--- src/lcd_defines.svh ---
`ifndef LCD_DEFINES_SVH
`define LCD_DEFINES_SVH

// Field widths
`define LCD_DATA_W 8
`define LCD_CNT_W  20   // Holds 100 ms at 8 MHz

//////////////////////////////////////////////////////////////////////
// HD44780 command bytes
//////////////////////////////////////////////////////////////////////
`define LCD_CMD_WAKE     8'h30  // Function set, wake-up form
`define LCD_CMD_SETUP    8'h38  // 8-bit bus, 2 lines, 5x7 font
`define LCD_CMD_DISP_OFF 8'h08
`define LCD_CMD_CLEAR    8'h01
`define LCD_CMD_ENTRY    8'h06  // Cursor moves right, no shift
`define LCD_CMD_DISP_ON  8'h0C  // Display on, cursor off

//////////////////////////////////////////////////////////////////////
// Delays in nanoseconds
//////////////////////////////////////////////////////////////////////
`define LCD_T_SETUP_NS  32'd40           // RS and data ahead of E
`define LCD_T_PULSE_NS  32'd250          // E high time
`define LCD_T_42US_NS   32'd42_000
`define LCD_T_60US_NS   32'd60_000
`define LCD_T_100US_NS  32'd100_000
`define LCD_T_5MS_NS    32'd5_000_000    // Clear and first wake-up
`define LCD_T_100MS_NS  32'd100_000_000  // Power-up wait

`endif

--- src/lcd_pkg.sv ---
package lcd_pkg;

  // Host operation codes
  typedef enum logic [1:0] {
    OP_IDLE       = 2'd0,
    OP_WRITE_CHAR = 2'd1,  // RS high
    OP_REINIT     = 2'd2,
    OP_WRITE_CMD  = 2'd3   // RS low
  } lcd_op_e;

  // Delay classes handled by the delay timer
  typedef enum logic [2:0] {
    DLY_SETUP,   // 40 ns
    DLY_PULSE,   // 250 ns
    DLY_42US,
    DLY_60US,
    DLY_100US,
    DLY_5MS,
    DLY_100MS
  } lcd_delay_e;

endpackage

--- src/lcd_xfer_if.sv ---
`timescale 1ns/100ps
`include "lcd_defines.svh"

// One byte transfer on the LCD bus and its completion
interface lcd_xfer_if;
  import lcd_pkg::*;

  logic                   req;   // One-cycle request strobe
  logic                   rs;
  logic [`LCD_DATA_W-1:0] data;
  lcd_delay_e             post;  // Settle time after E falls
  logic                   done;  // One-cycle completion strobe

  modport master (
    output req, rs, data, post,
    input  done
  );

  modport slave (
    input  req, rs, data, post,
    output done
  );

endinterface

--- src/lcd_delay_timer.sv ---
`timescale 1ns/100ps
`include "lcd_defines.svh"

module lcd_delay_timer #(
  parameter integer CLK_FREQ = 8000000
) (
  input  logic                clk_i,
  input  logic                flag_rst,
  input  logic                start_i,
  input  lcd_pkg::lcd_delay_e sel_i,
  output logic                done_o
);
  import lcd_pkg::*;

  // Round up, never below one cycle
  function automatic logic [`LCD_CNT_W-1:0] ns_to_cycles(input longint unsigned ns);
    longint unsigned cyc;
    cyc = (ns * longint'(CLK_FREQ) + 64'd999_999_999) / 64'd1_000_000_000;
    if (cyc == 0) begin
      cyc = 1;
    end
    return cyc[`LCD_CNT_W-1:0];
  endfunction

  localparam logic [`LCD_CNT_W-1:0] N_SETUP = ns_to_cycles(`LCD_T_SETUP_NS);
  localparam logic [`LCD_CNT_W-1:0] N_PULSE = ns_to_cycles(`LCD_T_PULSE_NS);
  localparam logic [`LCD_CNT_W-1:0] N_42US  = ns_to_cycles(`LCD_T_42US_NS);
  localparam logic [`LCD_CNT_W-1:0] N_60US  = ns_to_cycles(`LCD_T_60US_NS);
  localparam logic [`LCD_CNT_W-1:0] N_100US = ns_to_cycles(`LCD_T_100US_NS);
  localparam logic [`LCD_CNT_W-1:0] N_5MS   = ns_to_cycles(`LCD_T_5MS_NS);
  localparam logic [`LCD_CNT_W-1:0] N_100MS = ns_to_cycles(`LCD_T_100MS_NS);

  logic [`LCD_CNT_W-1:0] load;
  logic [`LCD_CNT_W-1:0] cnt;   // Zero when idle

  always_comb begin
    case (sel_i)
      DLY_SETUP: load = N_SETUP;
      DLY_PULSE: load = N_PULSE;
      DLY_42US:  load = N_42US;
      DLY_60US:  load = N_60US;
      DLY_100US: load = N_100US;
      DLY_5MS:   load = N_5MS;
      default:   load = N_100MS;
    endcase
  end

  always_ff @(posedge clk_i) begin
    if (flag_rst) begin
      cnt    <= '0;
      done_o <= 1'b0;
    end else if (start_i) begin
      cnt    <= load;   // Restart even if running
      done_o <= 1'b0;
    end else begin
      done_o <= (cnt == 1);
      if (cnt != 0) begin
        cnt <= cnt - 1'b1;
      end
    end
  end

endmodule

--- src/lcd_bus_cycle.sv ---
`timescale 1ns/100ps
`include "lcd_defines.svh"

module lcd_bus_cycle #(
  parameter integer CLK_FREQ = 8000000
) (
  input  logic                   clk_i,
  input  logic                   flag_rst,
  lcd_xfer_if.slave              xfer,
  output logic                   lcd_rs_o,
  output logic                   lcd_e_o,
  output logic [`LCD_DATA_W-1:0] lcd_data_o
);
  import lcd_pkg::*;

  typedef enum logic [1:0] {PH_IDLE, PH_SETUP, PH_PULSE, PH_POST} phase_e;

  phase_e     phase;
  lcd_delay_e post_q;
  lcd_delay_e tmr_sel;
  logic       tmr_start;
  logic       tmr_done;

  //////////////////////////////////////////////////////////////////////
  // One timer serves all three phases
  //////////////////////////////////////////////////////////////////////
  always_comb begin
    case (phase)
      PH_IDLE:  tmr_sel = DLY_SETUP;
      PH_SETUP: tmr_sel = DLY_PULSE;
      default:  tmr_sel = post_q;
    endcase
  end

  // Next phase's timer starts as the current one expires
  assign tmr_start = (phase == PH_IDLE) ? xfer.req : (tmr_done && phase != PH_POST);

  lcd_delay_timer #(.CLK_FREQ(CLK_FREQ)) u_tmr (
    .clk_i    (clk_i),
    .flag_rst (flag_rst),
    .start_i  (tmr_start),
    .sel_i    (tmr_sel),
    .done_o   (tmr_done)
  );

  //////////////////////////////////////////////////////////////////////
  // Phase sequencing and E pulse
  //////////////////////////////////////////////////////////////////////
  always_ff @(posedge clk_i) begin
    if (flag_rst) begin
      phase     <= PH_IDLE;
      lcd_e_o   <= 1'b0;
      xfer.done <= 1'b0;
    end else begin
      xfer.done <= 1'b0;
      case (phase)
        PH_IDLE:  if (xfer.req) phase <= PH_SETUP;
        PH_SETUP: if (tmr_done) begin
          lcd_e_o <= 1'b1;
          phase   <= PH_PULSE;
        end
        PH_PULSE: if (tmr_done) begin
          lcd_e_o <= 1'b0;   // LCD latches on this edge
          phase   <= PH_POST;
        end
        default:  if (tmr_done) begin
          xfer.done <= 1'b1;
          phase     <= PH_IDLE;
        end
      endcase
    end
  end

  // Bus stays put until the next request
  always_ff @(posedge clk_i) begin
    if (phase == PH_IDLE && xfer.req) begin
      lcd_rs_o   <= xfer.rs;
      lcd_data_o <= xfer.data;
      post_q     <= xfer.post;
    end
  end

endmodule

--- src/lcd_init_seq.sv ---
`timescale 1ns/100ps
`include "lcd_defines.svh"

module lcd_init_seq #(
  parameter integer CLK_FREQ = 8000000
) (
  input  logic       clk_i,
  input  logic       flag_rst,
  input  logic       start_i,
  output logic       done_o,
  lcd_xfer_if.master xfer
);
  import lcd_pkg::*;

  typedef enum logic [1:0] {IS_IDLE, IS_WAIT, IS_SEND} state_e;

  state_e     state;
  logic [2:0] step;      // Table index
  logic       pwr_done;

  // Power-up wait has a timer of its own
  lcd_delay_timer #(.CLK_FREQ(CLK_FREQ)) u_pwr_tmr (
    .clk_i    (clk_i),
    .flag_rst (flag_rst),
    .start_i  (start_i),
    .sel_i    (DLY_100MS),
    .done_o   (pwr_done)
  );

  //////////////////////////////////////////////////////////////////////
  // Command table with post-delays
  //////////////////////////////////////////////////////////////////////
  always_comb begin
    xfer.rs = 1'b0;   // Every init byte is an instruction
    case (step)
      3'd0: begin xfer.data = `LCD_CMD_WAKE;     xfer.post = DLY_5MS;   end
      3'd1: begin xfer.data = `LCD_CMD_WAKE;     xfer.post = DLY_100US; end
      3'd2: begin xfer.data = `LCD_CMD_WAKE;     xfer.post = DLY_100US; end
      3'd3: begin xfer.data = `LCD_CMD_SETUP;    xfer.post = DLY_100US; end
      3'd4: begin xfer.data = `LCD_CMD_DISP_OFF; xfer.post = DLY_60US;  end
      3'd5: begin xfer.data = `LCD_CMD_CLEAR;    xfer.post = DLY_5MS;   end
      3'd6: begin xfer.data = `LCD_CMD_ENTRY;    xfer.post = DLY_60US;  end
      default: begin
        xfer.data = `LCD_CMD_DISP_ON;
        xfer.post = DLY_60US;
      end
    endcase
  end

  //////////////////////////////////////////////////////////////////////
  // Step through the table
  //////////////////////////////////////////////////////////////////////
  always_ff @(posedge clk_i) begin
    if (flag_rst) begin
      state    <= IS_IDLE;
      step     <= '0;
      xfer.req <= 1'b0;
      done_o   <= 1'b0;
    end else begin
      xfer.req <= 1'b0;
      done_o   <= 1'b0;
      if (start_i) begin
        state <= IS_WAIT;   // Restart from anywhere
        step  <= '0;
      end else begin
        case (state)
          IS_WAIT: if (pwr_done) begin
            xfer.req <= 1'b1;
            state    <= IS_SEND;
          end
          IS_SEND: if (xfer.done) begin
            if (step == 3'd7) begin
              done_o <= 1'b1;
              state  <= IS_IDLE;
            end else begin
              step     <= step + 1'b1;
              xfer.req <= 1'b1;  // Next byte lines up with the new step
            end
          end
          default: ;
        endcase
      end
    end
  end

endmodule

--- src/lcd_host_ctrl.sv ---
`timescale 1ns/100ps
`include "lcd_defines.svh"

module lcd_host_ctrl (
  input  logic                   clk_i,
  input  logic                   flag_rst,
  input  lcd_pkg::lcd_op_e       ops_i,
  input  logic [`LCD_DATA_W-1:0] data_i,
  input  logic                   enb_i,
  output logic                   rdy_o,
  output logic                   init_start_o,
  input  logic                   init_done_i,
  lcd_xfer_if.slave              init_xfer,
  lcd_xfer_if.master             bus_xfer
);
  import lcd_pkg::*;

  typedef enum logic [1:0] {ST_INIT, ST_IDLE, ST_WRITE} state_e;

  state_e                 state;
  logic                   wr_req;
  logic                   wr_rs;
  logic [`LCD_DATA_W-1:0] wr_data;

  assign rdy_o = (state == ST_IDLE);

  //////////////////////////////////////////////////////////////////////
  // Main FSM
  //////////////////////////////////////////////////////////////////////
  always_ff @(posedge clk_i) begin
    if (flag_rst) begin
      state        <= ST_INIT;
      init_start_o <= 1'b1;   // Init kicks off as reset drops
      wr_req       <= 1'b0;
    end else begin
      init_start_o <= 1'b0;
      wr_req       <= 1'b0;
      case (state)
        ST_INIT: if (init_done_i) state <= ST_IDLE;
        ST_IDLE: if (enb_i) begin
          case (ops_i)
            OP_WRITE_CHAR, OP_WRITE_CMD: begin
              wr_req <= 1'b1;
              state  <= ST_WRITE;
            end
            OP_REINIT: begin
              init_start_o <= 1'b1;
              state        <= ST_INIT;
            end
            default: ;   // OP_IDLE
          endcase
        end
        ST_WRITE: if (bus_xfer.done) state <= ST_IDLE;
        default:  state <= ST_INIT;
      endcase
    end
  end

  // Host byte and RS held for the write
  always_ff @(posedge clk_i) begin
    if (state == ST_IDLE && enb_i) begin
      wr_data <= data_i;
      wr_rs   <= (ops_i == OP_WRITE_CHAR);
    end
  end

  // Bus ownership
  always_comb begin
    if (state == ST_INIT) begin
      bus_xfer.req   = init_xfer.req;
      bus_xfer.rs    = init_xfer.rs;
      bus_xfer.data  = init_xfer.data;
      bus_xfer.post  = init_xfer.post;
      init_xfer.done = bus_xfer.done;
    end else begin
      bus_xfer.req   = wr_req;
      bus_xfer.rs    = wr_rs;
      bus_xfer.data  = wr_data;
      bus_xfer.post  = DLY_42US;
      init_xfer.done = 1'b0;
    end
  end

endmodule

--- src/lcd16x2.sv ---
`timescale 1ns/100ps
`include "lcd_defines.svh"

module lcd16x2 #(
  parameter integer CLK_FREQ = 8000000   // Hz
) (
  input  logic                   clk_i,
  input  logic                   flag_rst,
  input  logic [`LCD_DATA_W-1:0] data_i,
  input  logic [1:0]             ops_i,
  input  logic                   enb_i,
  output logic                   rdy_o,
  output logic                   lcd_rs_o,
  output logic                   lcd_e_o,
  output logic [`LCD_DATA_W-1:0] lcd_data_o
);
  import lcd_pkg::*;

  logic init_start;
  logic init_done;

  lcd_xfer_if init_xfer ();   // Init table to FSM
  lcd_xfer_if bus_xfer ();    // FSM to bus driver

  lcd_host_ctrl u_host (
    .clk_i        (clk_i),
    .flag_rst     (flag_rst),
    .ops_i        (lcd_op_e'(ops_i)),
    .data_i       (data_i),
    .enb_i        (enb_i),
    .rdy_o        (rdy_o),
    .init_start_o (init_start),
    .init_done_i  (init_done),
    .init_xfer    (init_xfer.slave),
    .bus_xfer     (bus_xfer.master)
  );

  lcd_init_seq #(.CLK_FREQ(CLK_FREQ)) u_init (
    .clk_i    (clk_i),
    .flag_rst (flag_rst),
    .start_i  (init_start),
    .done_o   (init_done),
    .xfer     (init_xfer.master)
  );

  lcd_bus_cycle #(.CLK_FREQ(CLK_FREQ)) u_bus (
    .clk_i      (clk_i),
    .flag_rst   (flag_rst),
    .xfer       (bus_xfer.slave),
    .lcd_rs_o   (lcd_rs_o),
    .lcd_e_o    (lcd_e_o),
    .lcd_data_o (lcd_data_o)
  );

endmodule

--- config.mk ---
export PLATFORM = sky130hd
export DESIGN_NAME = lcd16x2
export DESIGN_NICKNAME = d
export VERILOG_FILES = /design/src/lcd_pkg.sv /design/src/lcd_xfer_if.sv /design/src/lcd_delay_timer.sv /design/src/lcd_bus_cycle.sv /design/src/lcd_init_seq.sv /design/src/lcd_host_ctrl.sv /design/src/lcd16x2.sv
export VERILOG_INCLUDE_DIRS = /design/src /design/src/src
export SDC_FILE = /design/constraint.sdc
export NUM_CORES = 1
export LEC_CHECK = 0
export BUFFER_PORTS_ARGS = -buffer_cell sky130_fd_sc_hd__buf_2
export CELL_PAD_IN_SITES_DETAIL_PLACEMENT = 1
export CELL_PAD_IN_SITES_GLOBAL_PLACEMENT = 1
export CORE_UTILIZATION = 50
export DETAILED_ROUTE_END_ITERATION = 8
export PLACE_DENSITY = 0.87
export SLEW_MARGIN = 25
export SYNTH_ARGS = -nofsm -noshare
export SYNTH_HDL_FRONTEND = slang
export SYNTH_SLANG_ARGS = --single-unit
--- constraint.sdc ---
create_clock -name clk_i -period 5.7 [get_ports clk_i]
set_clock_uncertainty 0.2 [all_clocks]
set_input_delay 0.57 -clock clk_i [delete_from_list [all_inputs] [get_ports clk_i]]
set_output_delay 0.57 -clock clk_i [all_outputs]
set_load 0.005 [all_outputs]
# [After elaboration in Yosys (flattened, before gate mapping)]
# Cells that the tools add are included.
[word_totals] input_bits=13 elab_cells=136 register_bits=78
[op_classes] eq_ne=37 bitwise_logic=5 n_mux=40 reduce_logical=30 addsub=3
[ops] cell="one-hot mux 20 bit (6 select lines)" n=1
[ops] cell="2-to-1 mux 20 bit" n=4
[ops] cell="equality test 20 x 1 -> 1 bit, second input constant" n=2
[ops] cell="nonzero test 20 bit" n=2
[ops] cell="subtractor 20 x 1 -> 20 bit, second input constant" n=2
[ops] cell="one-hot mux 6 bit (5 select lines)" n=1
[ops] cell="2-to-1 mux 2 bit" n=10
[ops] cell="equality test 3 bit, second input constant" n=6
[ops] cell="AND reduction 4 bit" n=4
[ops] cell="2-to-1 mux 1 bit" n=15
[ops] cell="equality test 3 x 2 -> 1 bit, second input constant" n=4
[ops] cell="inequality test 2 bit, second input constant" n=6
[ops] cell="one-hot mux 2 bit (3 select lines)" n=2
[ops] cell="one-hot mux 3 bit (2 select lines)" n=2
[ops] cell="equality test 2 bit, second input constant" n=5
[ops] cell="nonzero test 2 bit" n=5
[ops] cell="OR reduction 3 bit" n=3
[ops] cell="equality test 2 x 1 -> 1 bit, second input constant" n=4
[ops] cell="2-to-1 mux 8 bit" n=1
[ops] cell="inequality test 2 x 1 -> 1 bit, second input constant" n=4
[ops] cell="one-hot mux 2 bit (2 select lines)" n=2
[ops] cell="OR reduction 2 bit" n=4
[ops] cell="OR reduction 4 bit" n=2
[ops] cell="equality test 3 x 1 -> 1 bit, second input constant" n=2
[ops] cell="other kinds (11)" n=22

# [Logic depth before layout (Yosys ltp)]
[depth] word_depth=5 ltp_mapped=9 mapped_depth_nobuf=7

# [Modules after synthesis]
# A second synthesis with hierarchy kept.
[unflattened] cells_unflattened=476 hier_area_um2=4474.3
[modules_own_cells] mod="lcd_delay_timer" cells_per_inst=161 area_per_inst_um2=1316.3 instances=2
[modules_own_cells] mod="lcd_bus_cycle" cells_per_inst=45 area_per_inst_um2=666.9 instances=1
[modules_own_cells] mod="lcd_host_ctrl" cells_per_inst=42 area_per_inst_um2=626.9 instances=1
[modules_own_cells] mod="lcd_init_seq" cells_per_inst=67 area_per_inst_um2=548.0 instances=1

# [Worst setup path after synthesis]
# Ideal clock, no wire load.
[synth_timing] path_kind="flip-flop to flip-flop" from="register u_bus.phase[0]" to="register u_bus.u_tmr.cnt[1]" setup_time_ns=0.122 slack_ns=2.843 stages_incl_launch_ff=8 path_buffers=1 required_ns=5.378 arrival_time_ns=2.535 cell_sequence="dfxtp_1 -> inv_1 -> ha_1 -> clkbuf_1 -> nand2_1 -> o21ai_0 -> nor3_1 -> a311o_1"
[synth_via] elab_chain_len=5 elab_cells_between_ends=15 classes_between="eq/ne (7); mux (4); reduce/logical (4)"
[synth_lines] element="from (decl)" line="lcd_bus_cycle.sv:18" rtl="phase_e phase;"
[synth_lines] element="from (signal assigned)" line="lcd_bus_cycle.sv:51" rtl="phase <= PH_IDLE;"
[synth_lines] element="from (signal assigned)" line="lcd_bus_cycle.sv:57" rtl="PH_IDLE: if (xfer.req) phase <= PH_SETUP;"
[synth_lines] element="from (signal assigned)" line="lcd_bus_cycle.sv:60" rtl="phase <= PH_PULSE;"
[synth_lines] element="equality test 2 x 1 -> 1 bit / logical NOT 2 bit (equally long branches)" line="lcd_bus_cycle.sv:28, lcd_bus_cycle.sv:36"
[synth_lines] element="one-hot mux 3 bit (2 select lines)" line="lcd_bus_cycle.sv:28" rtl="case (phase)"
[synth_lines] element="equality test 3 bit, or another cell as far along" line="lcd_delay_timer.sv:37" rtl="case (sel_i)"
[synth_lines] element="one-hot mux 20 bit (6 select lines)" line="lcd_delay_timer.sv:37"
[synth_lines] element="2-to-1 mux 20 bit" line="lcd_delay_timer.sv:52" rtl="end else if (start_i) begin"
[synth_lines] element="to (signal assigned)" line="lcd_delay_timer.sv:53" rtl="cnt <= load;"
[synth_lines] element="to (signal assigned)" line="lcd_delay_timer.sv:58" rtl="cnt <= cnt - 1'b1;"
[synth_lines] element="to (decl)" line="lcd_delay_timer.sv:34" rtl="logic [`LCD_CNT_W-1:0] cnt;"
# Several ways; a longest one is shown, not always the timed one.
# A chain may end at the register's enable or synchronous reset.

# [Final worst setup path]
[layout_timing] from="register u_bus.phase[0]" to="register u_bus.u_tmr.cnt[17]"
[layout_via] elab_chain_len=4 elab_cells_between_ends=6 classes_between="eq/ne (1); mux (2); reduce/logical (3)"
[layout_lines] element="inequality test 2 bit" line="lcd_bus_cycle.sv:36" rtl="assign tmr_start = (phase == PH_IDLE) ? xfer.req : (tmr_done && phase != PH_POST);"
[layout_lines] element="logical AND 1 bit" line="lcd_bus_cycle.sv:36"
[layout_lines] element="2-to-1 mux 1 bit *" line="lcd_bus_cycle.sv:36"
[layout_lines] element="2-to-1 mux 20 bit / nonzero test 2 bit (equally long branches)"
# Mark *: on every way between the ends. The rest lies on a longest branch, timed or not.

==> results.py <==
metrics = {
    "layout": {
        "drive_gt1_share_pct": 11.83,
        "syn2layout_area_growth_pct": 11.56,
        "post_layout_nonfiller_instances": 547,
        "postLayoutCoreUtil_pct": 58.81,
        "n_antenna_cell": 0,
        "nets": 473,
    },
    "floorplan": {
        "start_util_pct": 52.72,
        "dieArea_um2": 8126,
        "num_rows": 31,
        "core_area_um2": 7370,
        "die_h_um": 90.15,
        "io_pins": 24,
        "die_w_um": 90.15,
    },
    "sta": {
        "finalHoldViolations": 0,
        "period_share_pct": 45.30,
        "final-setup-viol-count": 0,
        "fin_crit_ns": 2.582,
        "max_clock_freq_mhz": 387.3,
        "worstMarginPinSlew_ns": 0.8626,
        "setup_tns_ns": 0,
        "maxSlewHeadroom_pct": 41.96,
        "rsz0062_at_grt": "false",
        "timing.final.ws_setup_ns": 3.118,
        "slew_viol_final": 0,
    },
    "global_route": {
        "grt.met1_usage_pct": 28.37,
        "grt_util_met2_pct": 43.51,
        "grt_pass1_vias": 3317,
        "grt_max_degree": 27,
        "use_met3_pct": 2.707,
        "grtUsageTotal_pct": 23.86,
        "grt.busiest_layer": "met2",
        "grt_antenna_before_repair": 0,
        "grt_overflow_total": 0,
        "grt_pass1_wl_mm": 15.66,
    },
    "detailed_routing": {
        "post-route-drc-count": 0,
        "wl_per_cell_um": 17.04,
        "vias_per_cell": 5.815,
        "vias": 3181,
        "drt-pass1-iter-count": 4,
        "wirelength_mm": 9.320,
        "antenna_left": 0,
        "drt_first_iter_violations": 135,
    },
    "synth": {
        "synth_top_area_share_pct": 29.37,
        "ys_async_sr_fraction_pct": 0,
        "synth-main-ff-cell": "dfxtp_1",
        "ys_ff_latch": 78,
        "syn_area_um2": 3885,
        "syn-num-nets": 449,
        "synthCells": 419,
        "yosysTopAreaCell": "dfxtp_1",
        "yosysWarnings": 0,
        "synth_area_leaders": "dfxtp_1 29%, edfxtp_1 16%, ha_1 5.5%",
        "avgSynthCellArea_um2": 9.272,
        "synth_edf_count": 21,
        "synth_cell_type_count": 56,
        "ys_seq_area_share_pct": 45.60,
    },
    "place": {
        "place_inst": 531,
        "dp_hpwl_mm": 6.727,
        "routabilityCongestion": 0.8397,
        "portBuffers": 23,
        "preCtsSetupSlack_ns": 3.194,
    },
    "worst_setup_path": {
        "ff2ff_path_depth": 7,
        "worstSetupPathType": "reg -> reg",
        "worstPathRequired_ns": 5.80,
        "critPathArrivalTime_ns": 2.68,
        "startpoint": "u_bus.phase[0]$_SDFFE_PP0P_",
        "critPathCapture": "u_bus.u_tmr.cnt[17]$_SDFFE_PP0P_",
        "path_max_fanout": 14,
        "startpoint_type": "register",
        "reg2reg_slack_ns": 3.12,
        "r2r-end": "u_bus.u_tmr.cnt[17]$_SDFFE_PP0P_",
        "r2r_start": "u_bus.phase[0]$_SDFFE_PP0P_",
        "end_kind": "register",
    },
    "clock_network": {
        "cts_buffers": 9,
        "path_clk_slew_ns": 0.09,
        "htree_levels": 3,
        "numClockSinks": 78,
        "tritoncts": "built",
        "cts_resized": 0,
        "post-cts-setup-buffers": 0,
        "worstSkewPairLatency_ns": 0.35,
        "clk_path_buf_depth": 2,
        "cts_hold_buffers": 0,
        "cts_root_buf": "clkbuf_8",
    },
    "pwr": {
        "p_leak_nw": 1.678,
        "ir_worst_vdd_v": 0.0002078,
        "power_density_nw_per_um2": 407.2,
    },
    "job": {
        "max-cap-violations": 0,
    },
    "hold_path": {
        "min_path_type": "in -> reg",
        "min_from": "data_i[5]",
    },
    "run_status": {
        "outcome": "finished, final reports clean",
    },
}
Yosys cell counts (2+ instances only):
| library cell | count |
|---|---|
| or3_1 | 8 |
| nand4_1 | 5 |
| nor2b_1 | 7 |
| o22ai_1 | 3 |
| mux2i_1 | 6 |
| xnor2_1 | 23 |
| o32ai_1 | 2 |
| o21a_1 | 3 |
| ha_1 | 17 |
| mux2_2 | 2 |
| o21ai_0 | 16 |
| or4_1 | 5 |
| o31ai_1 | 2 |
| nor2_1 | 45 |
| a31oi_1 | 5 |
| and2_1 | 6 |
| clkbuf_1 | 9 |
| nor4_1 | 13 |
| and3_1 | 6 |
| nand3_1 | 11 |
| nor3_2 | 2 |
| inv_1 | 20 |
| a211oi_1 | 6 |
| nand2b_1 | 6 |
| xor2_1 | 4 |
| nor3_1 | 13 |
| edfxtp_1 | 21 |
| nand2_1 | 29 |
| a21oi_1 | 33 |
| nor3b_1 | 2 |
| o211ai_1 | 2 |
| a2111oi_0 | 3 |
| dfxtp_1 | 57 |
| and4_1 | 2 |
| nand4b_1 | 4 |
cells in the final DEF, fill, tap and decap left out, types with 5 or more instances in the layout:
| master | count |
|---|---|
| edfxtp_1 | 21 |
| inv_1 | 20 |
| or3_1 | 8 |
| nand3_1 | 11 |
| or4_1 | 5 |
| nand4_1 | 5 |
| nor2b_1 | 7 |
| and2_1 | 6 |
| nand2_1 | 29 |
| buf_2 | 23 |
| clkbuf_8 | 9 |
| a211oi_1 | 6 |
| dfxtp_1 | 57 |
| ha_1 | 17 |
| a21oi_1 | 33 |
| a31oi_1 | 5 |
| xnor2_1 | 23 |
| o21ai_0 | 15 |
| nor3_1 | 13 |
| nand2b_1 | 6 |
| nor2_1 | 45 |
| and3_1 | 6 |
| nor4_1 | 13 |
| mux2i_1 | 6 |
power by group:
| group | internal [mW] | switching (mW) |
|---|---|---|
| Clock | 0.293 | 0.214 |
| Sequential | 0.631 | 0.0769 |
| Combinational | 0.230 | 0.320 |
layer usage:
metal,part of all wire [%],vias to the layer above
met5,0,-
met4,1.4,0
met3,2.3,10
met2,52,46
met1,45,1549
li1,-,1576
area by class of cell:
type                            count  area [µm²]
Sequential cell                    78        1772
Clock buffer                        9       123.9
Multi-Input combinational cell    309        1988
Clock inverter                      7       121.4
Fill cell                         884        3035
Tap cell                           99       123.9
Timing Repair Buffer               25       130.1
Inverter                           20       75.07
registers in the layout (all words and copies together) (netlist names), 2 cells and up:
name / count
u_host.wr_data: 8
u_init.step: 3
u_bus.phase: 2
u_host.state: 2
u_bus.u_tmr.cnt: 20
u_bus.lcd_data_o: 8
u_bus.post_q: 3
u_init.u_pwr_tmr.cnt: 20
u_init.state: 2
worst max-delay path, cell delays in order (launching register included):
cell and delay, ns:
dfxtp_1 0.44, inv_1 0.12, ha_1 0.32, o211ai_1 0.18, o221a_2 0.40, nand2_1 0.26, or4_1 0.53, nand2_1 0.08
kinds of logic after synthesis:
| group | after synthesis | synth area share, % |
|---|---|---|
| compound gates | 84 | 13.40 |
| flops | 78 | 45.60 |
| simple gates | 173 | 24.09 |
| mux | 8 | 2.126 |
| buf+inv | 32 | 3.220 |
| fa+ha+maj | 17 | 5.475 |
| xor+xnor | 27 | 6.087 |
per-stage QoR:
stage               area (µm²)  power (mW)  hold slack (ns)
floorplan                 3885       1.133           0.2528
global placement          4089       1.227           0.2793
detailed placement        4089       1.256           0.2889
CTS                       4334       1.769           0.1727
global route              4334       1.863           0.1740
finish                    4334       1.765           0.1822
worst min path at each step:
stage	endpoint	slack [ns]	depth (start not counted)
2_1_floorplan	u_bus.u_tmr.cnt[16]$_SDFFE_PP0P_	0.25	2
3_3_place_gp	u_bus.u_tmr.cnt[16]$_SDFFE_PP0P_	0.28	2
3_5_place_dp	u_bus.u_tmr.cnt[16]$_SDFFE_PP0P_	0.29	2
4_1_cts	u_host.wr_data[6]$_DFFE_PP_	0.17	1
5_1_grt	u_host.wr_data[3]$_DFFE_PP_	0.17	1
6_report	u_host.wr_data[5]$_DFFE_PP_	0.18	1
(Power assumes the default switching activity.)
